**src/verilog/dbg_wb_pkg.sv**
```systemverilog
// JTAG to Wishbone debug module, shared definitions
// Opcodes, data register layout, FSM states and CRC-32 constants
package dbg_wb_pkg;

  ////////////////////////////////////////////////////////////////////////////
  // Command opcodes, field 51:48 of the data register
  localparam logic [3:0] CMD_BWRITE32 = 4'd3;  // Burst write of 32-bit words
  localparam logic [3:0] CMD_BREAD32  = 4'd7;  // Burst read of 32-bit words
  localparam logic [3:0] CMD_IREG_WR  = 4'd9;  // Internal register write

  ////////////////////////////////////////////////////////////////////////////
  // Data register layout
  localparam int DR_W       = 53;  // Full data register
  localparam int DR_MSB     = 52;  // Command flag, 0 means this module
  localparam int OP_LSB     = 48;  // Opcode field 51:48
  localparam int ADDR_LSB   = 16;  // Address field 47:16
  localparam int COUNT_LSB  = 0;   // Word count field 15:0
  localparam int DR_CLR_BIT = 46;  // Error clear bit of an ireg write

  // Widths
  localparam int WORD_W   = 32;  // Bus data word
  localparam int BITCNT_W = 6;   // Must reach 32 for the CRC phase
  localparam int CNT_W    = 16;  // Words per burst

  // Reflected CRC-32, no final inversion
  localparam logic [31:0] CRC_POLY = 32'hEDB8_8320;
  localparam logic [31:0] CRC_INIT = 32'hFFFF_FFFF;

  ////////////////////////////////////////////////////////////////////////////
  // Control FSM states
  typedef enum logic [3:0] {
    st_idle, st_rbegin, st_rready, st_rstatus, st_rburst, st_rcrc,
    st_wready, st_wwait, st_wburst, st_wcrc, st_wmatch
  } ctrl_state_t;

  // Source of module_tdo_o
  typedef enum logic [1:0] {
    tdo_ready = 2'd0,  // Bus unit ready bit
    tdo_data  = 2'd1,  // Output shift register LSB
    tdo_match = 2'd2,  // Write CRC compare result
    tdo_crc   = 2'd3   // Read CRC, serial
  } tdo_sel_t;

endpackage

```
**src/verilog/dbg_crc32.sv**
```systemverilog
// Serial CRC-32 for burst data
// One bit per enable, and the register doubles as its own output shifter
`timescale 1ns/10ps

module dbg_crc32 import dbg_wb_pkg::*; (
  input  logic              tck_i,
  input  logic              rst_i,
  input  logic              en_i,     // Fold bit_i into the CRC
  input  logic              shift_i,  // Shift out one bit
  input  logic              clr_i,    // Back to the start value
  input  logic              bit_i,
  output logic [WORD_W-1:0] crc_o,
  output logic              serial_o
);

  logic [WORD_W-1:0] crc_q;
  logic              fb;     // Feedback, new bit against old LSB

  assign fb = bit_i ^ crc_q[0];

  always_ff @(posedge tck_i or posedge rst_i) begin
    if (rst_i) begin
      crc_q <= CRC_INIT;
    end else if (clr_i) begin
      crc_q <= CRC_INIT;  // Start of a new burst
    end else if (en_i) begin
      // Shift right, then apply the polynomial when the feedback is set
      crc_q <= {1'b0, crc_q[WORD_W-1:1]} ^ (fb ? CRC_POLY : '0);
    end else if (shift_i) begin
      crc_q <= {1'b0, crc_q[WORD_W-1:1]};  // Zero fill toward the MSB
    end
  end

  assign crc_o    = crc_q;
  assign serial_o = crc_q[0];  // LSB goes out first

endmodule

```
**src/verilog/dbg_wb_master.sv**
```systemverilog
// Wishbone bus interface unit for the debug module
// Takes one request per strobe and runs a single classic cycle on tck_i
`timescale 1ns/10ps

module dbg_wb_master import dbg_wb_pkg::*; (
  input  logic              tck_i,
  input  logic              rst_i,     // Also pulsed by the controller to drop err
  input  logic              strobe_i,  // Latch a new request
  input  logic              rd_i,      // 1 = read, 0 = write
  input  logic [WORD_W-1:0] addr_i,
  input  logic [WORD_W-1:0] wdata_i,
  output logic [WORD_W-1:0] rdata_o,
  output logic              rdy_o,     // Last access finished
  output logic              err_o,     // Sticky bus error

  // Wishbone master
  output logic [WORD_W-1:0] wb_adr_o,
  output logic [WORD_W-1:0] wb_dat_o,
  input  logic [WORD_W-1:0] wb_dat_i,
  output logic              wb_cyc_o,
  output logic              wb_stb_o,
  output logic              wb_we_o,
  input  logic              wb_ack_i,
  input  logic              wb_err_i
);

  logic              cyc_q;
  logic              we_q;
  logic              rdy_q;
  logic              err_q;
  logic [WORD_W-1:0] adr_q;
  logic [WORD_W-1:0] dat_q;
  logic [WORD_W-1:0] rdata_q;
  logic              done;

  assign done = cyc_q & (wb_ack_i | wb_err_i);  // Slave ends the cycle

  ////////////////////////////////////////////////////////////////////////////
  // Cycle control
  always_ff @(posedge tck_i or posedge rst_i) begin
    if (rst_i) begin
      cyc_q <= 1'b0;
      we_q  <= 1'b0;
      rdy_q <= 1'b1;  // Idle unit counts as ready
      err_q <= 1'b0;
    end else if (strobe_i) begin
      cyc_q <= 1'b1;
      we_q  <= ~rd_i;
      rdy_q <= 1'b0;
    end else if (done) begin
      cyc_q <= 1'b0;
      we_q  <= 1'b0;
      rdy_q <= 1'b1;
      if (wb_err_i) begin
        err_q <= 1'b1;  // Held until the next reset
      end
    end
  end

  // Request and read data
  always_ff @(posedge tck_i) begin
    if (strobe_i) begin
      adr_q <= addr_i;
      dat_q <= wdata_i;
    end
    if (done && wb_ack_i && !we_q) begin
      rdata_q <= wb_dat_i;
    end
  end

  assign wb_adr_o = adr_q;
  assign wb_dat_o = dat_q;
  assign wb_cyc_o = cyc_q;
  assign wb_stb_o = cyc_q;  // Classic cycle, stb follows cyc
  assign wb_we_o  = we_q;
  assign rdata_o  = rdata_q;
  assign rdy_o    = rdy_q;
  assign err_o    = err_q;

endmodule

```
**src/verilog/dbg_wb_error_reg.sv**
```systemverilog
// Bus error register
// Tracks the address of each access and traps the first one that fails
`timescale 1ns/10ps

module dbg_wb_error_reg import dbg_wb_pkg::*; (
  input  logic              tck_i,
  input  logic              rst_i,
  input  logic              check_i,    // Sample the status of the last access
  input  logic              clr_i,      // Internal register write
  input  logic              clr_bit_i,  // Write data, 1 clears the flag
  input  logic              strobe_i,   // New bus access starts
  input  logic [WORD_W-1:0] addr_i,
  input  logic              rdy_i,
  input  logic              err_i,
  output logic [WORD_W:0]   err_reg_o   // {address, flag}
);

  logic [WORD_W-1:0] addr_q;
  logic              flag_q;

  always_ff @(posedge tck_i or posedge rst_i) begin
    if (rst_i) begin
      addr_q <= '0;
      flag_q <= 1'b0;
    end else if (clr_i) begin
      if (clr_bit_i) begin
        flag_q <= 1'b0;  // Address stays for inspection
      end
    end else if (!flag_q) begin
      // An unfinished access counts as a failure too
      if (check_i && (err_i || !rdy_i)) begin
        flag_q <= 1'b1;
      end else if (strobe_i) begin
        addr_q <= addr_i;  // Freezes once the flag is up
      end
    end
  end

  assign err_reg_o = {addr_q, flag_q};

endmodule

```
**src/verilog/dbg_wb_ctrl.sv**
```systemverilog
// Debug module controller
// Decodes TAP commands, sequences burst reads and writes, and drives TDO
`timescale 1ns/10ps

module dbg_wb_ctrl import dbg_wb_pkg::*; (
  input  logic              tck_i,
  input  logic              rst_i,
  input  logic              tdi_i,
  input  logic              capture_dr_i,
  input  logic              shift_dr_i,
  input  logic              update_dr_i,
  input  logic              module_select_i,
  input  logic [DR_W-1:0]   data_register_i,
  input  logic              biu_rdy_i,
  input  logic              biu_err_i,
  input  logic [WORD_W-1:0] biu_rdata_i,
  input  logic [WORD_W-1:0] crc_i,
  input  logic              crc_serial_i,
  input  logic [WORD_W:0]   err_reg_i,
  output logic              biu_strobe_o,
  output logic              biu_rd_o,
  output logic [WORD_W-1:0] biu_addr_o,
  output logic [WORD_W-1:0] biu_wdata_o,
  output logic              biu_clr_o,     // Reset of the bus unit
  output logic              crc_en_o,
  output logic              crc_shift_o,
  output logic              crc_clr_o,
  output logic              crc_bit_o,
  output logic              err_check_o,
  output logic              err_clr_o,
  output logic              module_tdo_o,
  output logic              top_inhibit_o
);

  ////////////////////////////////////////////////////////////////////////////
  // Registers and FSM strobes
  ctrl_state_t       state_q, state_d;
  tdo_sel_t          tdo_sel;
  logic [3:0]        opcode_q;
  logic [WORD_W-1:0] addr_q;                // Next bus address
  logic [CNT_W-1:0]  word_cnt_q;            // Words still to go
  logic [BITCNT_W-1:0] bit_cnt_q;           // Bits of the current word
  logic [WORD_W:0]   out_q;                 // Wide enough for the error register
  logic              clr_q;
  logic              addr_ld, op_ld, word_ld, word_dec, bit_inc, bit_clr;
  logic              out_ld, out_shift, load_next, clr_err;

  // Command fields, straight from the data register
  logic [3:0]        op_in;
  logic              cmd_valid, burst_cmd, rd_op;
  logic              word_zero, word_dec_zero, bit_max, bit_32, crc_match;

  assign op_in     = data_register_i[OP_LSB +: 4];
  assign cmd_valid = module_select_i & update_dr_i & ~data_register_i[DR_MSB];
  assign burst_cmd = (op_in == CMD_BWRITE32) || (op_in == CMD_BREAD32);
  assign rd_op     = (opcode_q == CMD_BREAD32);

  assign word_zero     = (word_cnt_q == '0);
  assign word_dec_zero = (word_cnt_q == CNT_W'(1));  // Decrement would reach zero
  assign bit_max       = (bit_cnt_q == BITCNT_W'(WORD_W - 1));
  assign bit_32        = (bit_cnt_q == BITCNT_W'(WORD_W));

  // CRC sent by the debugger sits in 52:21 after 32 shifts
  assign crc_match = (data_register_i[DR_MSB -: WORD_W] == crc_i);

  ////////////////////////////////////////////////////////////////////////////
  // Counters and latches
  always_ff @(posedge tck_i or posedge rst_i) begin
    if (rst_i) begin
      state_q    <= st_idle;
      opcode_q   <= '0;
      addr_q     <= '0;
      word_cnt_q <= '0;
      bit_cnt_q  <= '0;
      out_q      <= '0;
      clr_q      <= 1'b0;
    end else begin
      state_q <= state_d;
      clr_q   <= clr_err;  // Registered so the bus unit reset is glitch free
      if (op_ld) opcode_q <= op_in;
      if (addr_ld) begin
        addr_q <= data_register_i[ADDR_LSB +: WORD_W];
      end else if (biu_strobe_o) begin
        addr_q <= addr_q + WORD_W'(4);  // Word steps only
      end
      if (word_ld) begin
        word_cnt_q <= data_register_i[COUNT_LSB +: CNT_W];
      end else if (word_dec) begin
        word_cnt_q <= word_cnt_q - CNT_W'(1);
      end
      if (bit_clr) begin
        bit_cnt_q <= '0;
      end else if (bit_inc) begin
        bit_cnt_q <= bit_cnt_q + BITCNT_W'(1);
      end
      if (out_ld) begin
        // Failed reads shift out zeros
        out_q <= load_next ? {1'b0, (biu_err_i ? '0 : biu_rdata_i)} : err_reg_i;
      end else if (out_shift) begin
        out_q <= {1'b0, out_q[WORD_W:1]};
      end
    end
  end

  ////////////////////////////////////////////////////////////////////////////
  // Control FSM, next state and strobes
  always_comb begin
    state_d       = state_q;
    tdo_sel       = tdo_data;
    top_inhibit_o = 1'b0;
    {addr_ld, op_ld, word_ld, word_dec, bit_inc, bit_clr} = '0;
    {out_ld, out_shift, load_next, clr_err} = '0;
    {biu_strobe_o, crc_en_o, crc_shift_o, crc_clr_o, err_check_o, err_clr_o} = '0;
    case (state_q)
      st_idle: begin
        // Internal register access stays in idle
        if (module_select_i && capture_dr_i) out_ld = 1'b1;
        if (module_select_i && shift_dr_i) out_shift = 1'b1;
        if (cmd_valid && op_in == CMD_IREG_WR) err_clr_o = 1'b1;
        if (cmd_valid && burst_cmd) begin
          {addr_ld, op_ld, word_ld, bit_clr, crc_clr_o} = '1;
          state_d = (op_in == CMD_BREAD32) ? st_rbegin : st_wready;
        end
      end
      st_rbegin: begin
        if (word_zero) begin
          state_d = st_idle;  // Empty burst
        end else begin
          biu_strobe_o = 1'b1;  // Prefetch the first word
          state_d      = st_rready;
        end
      end
      st_rready: if (module_select_i && capture_dr_i) state_d = st_rstatus;
      st_rstatus: begin
        tdo_sel       = tdo_ready;  // Debugger polls this bit
        top_inhibit_o = 1'b1;
        if (update_dr_i) begin
          state_d = st_idle;
        end else if (shift_dr_i && biu_rdy_i) begin
          load_next = 1'b1;
          state_d   = st_rburst;
        end
      end
      st_rburst: begin
        top_inhibit_o = 1'b1;
        if (update_dr_i) begin
          state_d = st_idle;
        end else if (shift_dr_i) begin
          {out_shift, bit_inc, crc_en_o} = '1;
          if (bit_max && word_zero) state_d = st_rcrc;
          else if (bit_max) load_next = 1'b1;
        end
      end
      st_rcrc: begin
        tdo_sel       = tdo_crc;
        top_inhibit_o = 1'b1;
        crc_shift_o   = shift_dr_i;
        if (update_dr_i) state_d = st_idle;  // Waits here for the end of the scan
      end
      st_wready: begin
        if (word_zero) state_d = st_idle;
        else if (module_select_i && capture_dr_i) state_d = st_wwait;
      end
      st_wwait: begin
        top_inhibit_o = 1'b1;
        if (update_dr_i) begin
          state_d = st_idle;
        end else if (module_select_i && shift_dr_i && data_register_i[DR_MSB]) begin
          // Start bit is in, first data bit is on tdi now
          {clr_err, bit_inc, word_dec, crc_en_o} = '1;
          state_d = st_wburst;
        end
      end
      st_wburst: begin
        top_inhibit_o = 1'b1;
        if (update_dr_i) begin
          state_d = st_idle;
        end else if (shift_dr_i) begin
          {bit_inc, crc_en_o} = '1;
          if (bit_max) begin
            {err_check_o, bit_clr, biu_strobe_o} = '1;  // Status of the word before
            if (word_zero) state_d = st_wcrc;
            else word_dec = 1'b1;
          end
        end
      end
      st_wcrc: begin
        top_inhibit_o = 1'b1;
        if (update_dr_i) begin
          state_d = st_idle;
        end else if (bit_32) begin
          tdo_sel = tdo_match;
          state_d = st_wmatch;
        end else if (shift_dr_i) begin
          bit_inc = 1'b1;
        end
      end
      st_wmatch: begin
        tdo_sel       = tdo_match;
        top_inhibit_o = 1'b1;
        if (update_dr_i) begin
          err_check_o = 1'b1;  // Last write of the burst
          state_d     = st_idle;
        end
      end
      default: state_d = st_idle;
    endcase
    // Fetch the next read word and queue the one after
    if (load_next) begin
      {err_check_o, out_ld, bit_clr, word_dec} = '1;
      biu_strobe_o = !word_dec_zero && !word_zero;
    end
  end

  ////////////////////////////////////////////////////////////////////////////
  // Outputs
  assign biu_rd_o    = rd_op;
  assign biu_addr_o  = addr_q;
  assign biu_wdata_o = {tdi_i, data_register_i[DR_MSB -: WORD_W-1]};  // 32nd bit still on tdi
  assign biu_clr_o   = rst_i | clr_q;
  assign crc_bit_o   = rd_op ? out_q[0] : tdi_i;  // Read data or write data

  always_comb begin
    case (tdo_sel)
      tdo_ready: module_tdo_o = biu_rdy_i;
      tdo_match: module_tdo_o = crc_match;
      tdo_crc:   module_tdo_o = crc_serial_i;
      default:   module_tdo_o = out_q[0];
    endcase
  end

endmodule

```
**src/verilog/dbg_wb_module.sv**
```systemverilog
// JTAG debug module with Wishbone master access
// Connects the controller, bus unit, CRC and bus error register
`timescale 1ns/10ps

module dbg_wb_module import dbg_wb_pkg::*; (
  input  logic              tck_i,
  input  logic              rst_i,
  input  logic              tdi_i,
  input  logic              capture_dr_i,
  input  logic              shift_dr_i,
  input  logic              update_dr_i,
  input  logic              module_select_i,
  input  logic [DR_W-1:0]   data_register_i,
  output logic              module_tdo_o,
  output logic              top_inhibit_o,
  output logic [WORD_W-1:0] wb_adr_o,
  output logic [WORD_W-1:0] wb_dat_o,
  input  logic [WORD_W-1:0] wb_dat_i,
  output logic              wb_cyc_o,
  output logic              wb_stb_o,
  output logic              wb_we_o,
  input  logic              wb_ack_i,
  input  logic              wb_err_i
);

  logic              biu_strobe, biu_rd, biu_clr, biu_rdy, biu_err;
  logic [WORD_W-1:0] biu_addr, biu_wdata, biu_rdata;
  logic              crc_en, crc_shift, crc_clr, crc_bit, crc_serial;
  logic [WORD_W-1:0] crc;
  logic              err_check, err_clr;
  logic [WORD_W:0]   err_reg;

  dbg_wb_ctrl u_ctrl (
    .tck_i, .rst_i, .tdi_i, .capture_dr_i, .shift_dr_i, .update_dr_i,
    .module_select_i, .data_register_i,
    .biu_rdy_i(biu_rdy), .biu_err_i(biu_err), .biu_rdata_i(biu_rdata),
    .crc_i(crc), .crc_serial_i(crc_serial), .err_reg_i(err_reg),
    .biu_strobe_o(biu_strobe), .biu_rd_o(biu_rd), .biu_addr_o(biu_addr),
    .biu_wdata_o(biu_wdata), .biu_clr_o(biu_clr),
    .crc_en_o(crc_en), .crc_shift_o(crc_shift), .crc_clr_o(crc_clr), .crc_bit_o(crc_bit),
    .err_check_o(err_check), .err_clr_o(err_clr),
    .module_tdo_o, .top_inhibit_o
  );

  // Bus unit runs off the controller's combined reset
  dbg_wb_master u_master (
    .tck_i, .rst_i(biu_clr), .strobe_i(biu_strobe), .rd_i(biu_rd),
    .addr_i(biu_addr), .wdata_i(biu_wdata), .rdata_o(biu_rdata),
    .rdy_o(biu_rdy), .err_o(biu_err),
    .wb_adr_o, .wb_dat_o, .wb_dat_i, .wb_cyc_o, .wb_stb_o, .wb_we_o,
    .wb_ack_i, .wb_err_i
  );

  dbg_crc32 u_crc (
    .tck_i, .rst_i, .en_i(crc_en), .shift_i(crc_shift), .clr_i(crc_clr),
    .bit_i(crc_bit), .crc_o(crc), .serial_o(crc_serial)
  );

  dbg_wb_error_reg u_err_reg (
    .tck_i, .rst_i, .check_i(err_check), .clr_i(err_clr),
    .clr_bit_i(data_register_i[DR_CLR_BIT]), .strobe_i(biu_strobe),
    .addr_i(biu_addr), .rdy_i(biu_rdy), .err_i(biu_err), .err_reg_o(err_reg)
  );

endmodule

```
**config.mk**
```make
export PLATFORM = sky130hd
export DESIGN_NAME = dbg_wb_module
export DESIGN_NICKNAME = d
export VERILOG_FILES = /design/src/verilog/dbg_wb_pkg.sv /design/src/verilog/dbg_crc32.sv /design/src/verilog/dbg_wb_master.sv /design/src/verilog/dbg_wb_error_reg.sv /design/src/verilog/dbg_wb_ctrl.sv /design/src/verilog/dbg_wb_module.sv
export SDC_FILE = /design/constraint.sdc
export NUM_CORES = 1
export LEC_CHECK = 0
export ABC_AREA = 1
export CAP_MARGIN = 20
export CORE_MARGIN = 4
export CORE_UTILIZATION = 27
export CTS_BUF_LIST = sky130_fd_sc_hd__clkbuf_8 sky130_fd_sc_hd__clkbuf_16
export CTS_CLUSTER_DIAMETER = 40
export CTS_CLUSTER_SIZE = 24
export DETAILED_ROUTE_END_ITERATION = 10
export DONT_BUFFER_PORTS = 1
export HOLD_SLACK_MARGIN = 0.12
export PLACE_DENSITY_LB_ADDON = 0.08
export SETUP_SLACK_MARGIN = 0.5
export SLEW_MARGIN = 20
export SYNTH_ARGS = -nofsm -noshare
export SYNTH_HDL_FRONTEND = slang
export SYNTH_SLANG_ARGS = --single-unit
```
**constraint.sdc**
```tcl
create_clock -name tck_i -period 15.2 [get_ports tck_i]
set_input_delay 1.52 -clock tck_i [delete_from_list [all_inputs] [get_ports tck_i]]
set_output_delay 1.52 -clock tck_i [all_outputs]
set_load 0.005 [all_outputs]
```
==> impl_metrics.csv <==
group,metric,value,unit
clocking,htreeDepth,2,
synthesis,postSynthNetCount,1698,
power,p_leak,7.228,nW
grt,grt_pass1_vias,10780,
place,dp.final_hpwl,29120,um
sta,fin_tns_setup,0,ns
grt,grt_antenna_before_repair,1,
clocking,hold_buffers,0,
status,status,"finished clean",
power,p_seq_share,38.0,%
route,detail-route-antenna-nets,0,
sta,tightest_slew,1.002,ns
worst_setup_path,cp_slowest_stage_delay,0.73,ns
floorplan,core_area,47850,um2
place,routabilityCongestion,0.8338,
flow_run,drv_cap,0,
power,p_int,2.053,mW
place,post-place-ws,10.17,ns
grt,grt_max_degree,96,
synthesis,syn-cell-area,13100,um2
floorplan,dieArea,52100,um2
sta,slew_headroom,32.77,%
route,num_vias,10560,
synthesis,synthCells,1599,
finish,nets,1706,
power,p_comb_share,21.6,%
finish,stdcell_count,2272,
worst_setup_path,cp.arrival,4.81,ns
power,irDropWorstVdd,0.07258,mV
route,drc,0,
clocking,cts_setup_buffers,0,
clocking,cts_inserted_buffers,56,
place,placed_cells,2164,
route,wl_per_cell,18.77,um
floorplan,initial_utilization,27.37,%
finish,layout_common_cells,"nand2_1 (595), nor2_1 (150), inv_1 (145)",
hold_path,hp-class,"flip-flop to async pin",
floorplan,pin_count,163,
route,wl,42660,um
worst_setup_path,crit_type,"input port to flip-flop",
clocking,cts.path.max_buffers,3,
worst_setup_path,path_cells,"nor2_2, nand3_2, nand2_4, nand2_2, nand2_4, buf_4, nor2_8, nand2_1, nand2_1",
floorplan,die_w,228.3,um
synthesis,ys_ff_latch,261,
worst_setup_path,r2r_setup_slack,11.02,ns
sta,clock_skew,0.01612,ns
power,clkPwrFrac,40.4,%
route,firstDrtPassIters,6,
synthesis,yosysWarningCount,0,
synthesis,yosysSeqAreaShare,53.85,%
sta,fin_hold_ws,0.2359,ns
clocking,clock-sinks,261,
power,p_sw_share,34.79,%
route,dr.first_iter.drc_count,729,
sta,rsz0062_at_grt,"false",
sta,fin_crit,4.343,ns
clocking,cts_root_buffer,"clkbuf_16",
place,io_buffers,0,
clocking,cts_tree,"done",
finish,drive_gt1_share,10.88,%
grt,grt_use_total,16.26,%
sta,setup_ws,10.86,ns
synthesis,synth_edf_count,96,
sta,final-hold-violation-count,0,
synthesis,syn_avg_cell_area,8.191,um2
route,via_per_inst,4.647,
clocking,cts.clk_slew.worst_paths,0.05,ns
worst_setup_path,endpoint_kind,"flip-flop",
sta,slew_violations,0,
sta,setup_violations,0,
worst_setup_path,critPathMaxFanout,57,
grt,gr-total-overflow,0,
synthesis,ys_types,40,
finish,area_delta_synth_final,19.34,%
sta,min_period_over_period,28.57,%
grt,grt_pass1_wl,66800,um
power,p_total,3.148,mW
floorplan,die_h,228.3,um
finish,final_common_cell,"nand2_1",
floorplan,num_rows,80,
worst_setup_path,crit_required,15.67,ns
sta,fmax,0.2303,GHz
synthesis,ys.flop_type,"dfrtp_1",
worst_setup_path,cpMaxStageDelayCell,"buf_4",
power,power_density,201.4,nW/um2
worst_setup_path,startpoint_type,"input port",
clocking,clock_latency,0.59,ns
power,switchingPower,1.095,mW
clocking,ctsResizeCount,0,
synthesis,async_reset_ff_share,63.22,%
==> sequential cells by signal, summed over array words and instances, names as in the netlist, 4 cells and up <==
signal and flops:
u_ctrl.out_q 33, u_crc.crc_o 32, u_ctrl.biu_addr_o 32, u_err_reg.addr_q 32, u_master.rdata_o 32, u_master.wb_adr_o 32
u_master.wb_dat_o 32, u_ctrl.word_cnt_q 16, u_ctrl.bit_cnt_q 6, u_ctrl.opcode_q 4, u_ctrl.state_q 4
==> per-layer routing <==
metal  GRT usage [%]  vias up  wire (um)
met2           24.15      237      18530
met3           3.830       68       2109
met1           23.26     5047      20910
met4           5.587        0       1107
met5               0        -          0
li1                -     5205          -
==> cells in the mapped netlist (15+ instances only) <==
cell      instances  area (um2)
a21oi_1          21       105.1
a22oi_1          18       135.1
buf_2            30       150.1
clkbuf_1         15       56.30
dfrtp_1         132        3303
dfstp_2          33       867.1
edfxtp_1         96        2883
inv_1           145       544.3
nand2_1         595        2233
nand3_1         121       605.6
nand4_1          50       312.8
nor2_1          151       566.8
o21ai_0          56       280.3
xnor2_1          22       192.7
xor2_1           16       140.1
==> critical path, delay by kind of cell <==
kind	cells	cell delay, ns
buffers and inverters	1	0.73
and+or+nand+nor	8	2.45
==> path summary, 6_finish.rpt <==
path | startpoint | end | cells after the start
max | update_dr_i | u_ctrl.biu_addr_o[21]$_DFFE_PP0P_ | 9
max reg2reg | u_ctrl.state_q[3]$_DFFE_PP0P_ | u_ctrl.biu_addr_o[21]$_DFFE_PP0P_ | 11
min in group tck_i | u_ctrl.opcode_q[0]$_DFFE_PP0P_ | u_ctrl.opcode_q[0]$_DFFE_PP0P_ | 1
min reg2reg | u_ctrl.clr_q$_DFF_PP0_ | u_master.wb_we_o$_DFFE_PP0P_ | 1
max in group asynchronous | rst_i | u_ctrl.word_cnt_q[2]$_DFFE_PP0P_ | 2
min | u_ctrl.clr_q$_DFF_PP0_ | u_master.wb_we_o$_DFFE_PP0P_ | 1
==> final cells by class <==
cell class / count / area (um2)
Sequential cell: 261 / 7053
Tap cell: 615 / 769.5
Antenna cell: 2 / 5.005
Inverter: 151 / 571.8
Fill cell: 5112 / 32210
Clock inverter: 47 / 524.3
Multi-Input combinational cell: 1127 / 5167
Clock buffer: 59 / 1465
Timing Repair Buffer: 10 / 75.07
==> kinds of logic (layout without fill, tap and decap cells) <==
group                      after synthesis  count (layout)  synth area share [%]
and+or+nand+nor                        961             961                 30.96
DFF                                    261             261                 53.85
buffers and inverters                  211             267                 6.792
AOI/OAI and AO/OA                      122             122                 5.302
xor gates and xnor gates                38              38                 2.541
adders and majority gates                5               5                0.4776
muxes                                    1               1               0.07643
other                                    0               2                     0
==> through the flow <==
step | cell area [um2] | utilization, %
global placement | 13630 | 28.49
floorplan | 13100 | -
global route | 15630 | 32.66
detailed placement | 13640 | 28.50
CTS | 15630 | 32.66
finish | 15630 | 32.67
==> power groups by stage <==
stage / combinational, mW / sequential (mW) / clock [mW]
2_1_floorplan: 0.549 / 1.12 / 0
3_5_place_dp: 0.692 / 1.21 / 0
4_1_cts: 0.695 / 1.20 / 1.31
3_3_place_gp: 0.690 / 1.21 / 0
5_1_grt: 0.792 / 1.23 / 1.34
6_report: 0.680 / 1.20 / 1.27
Power figures use the tool's default switching activity.
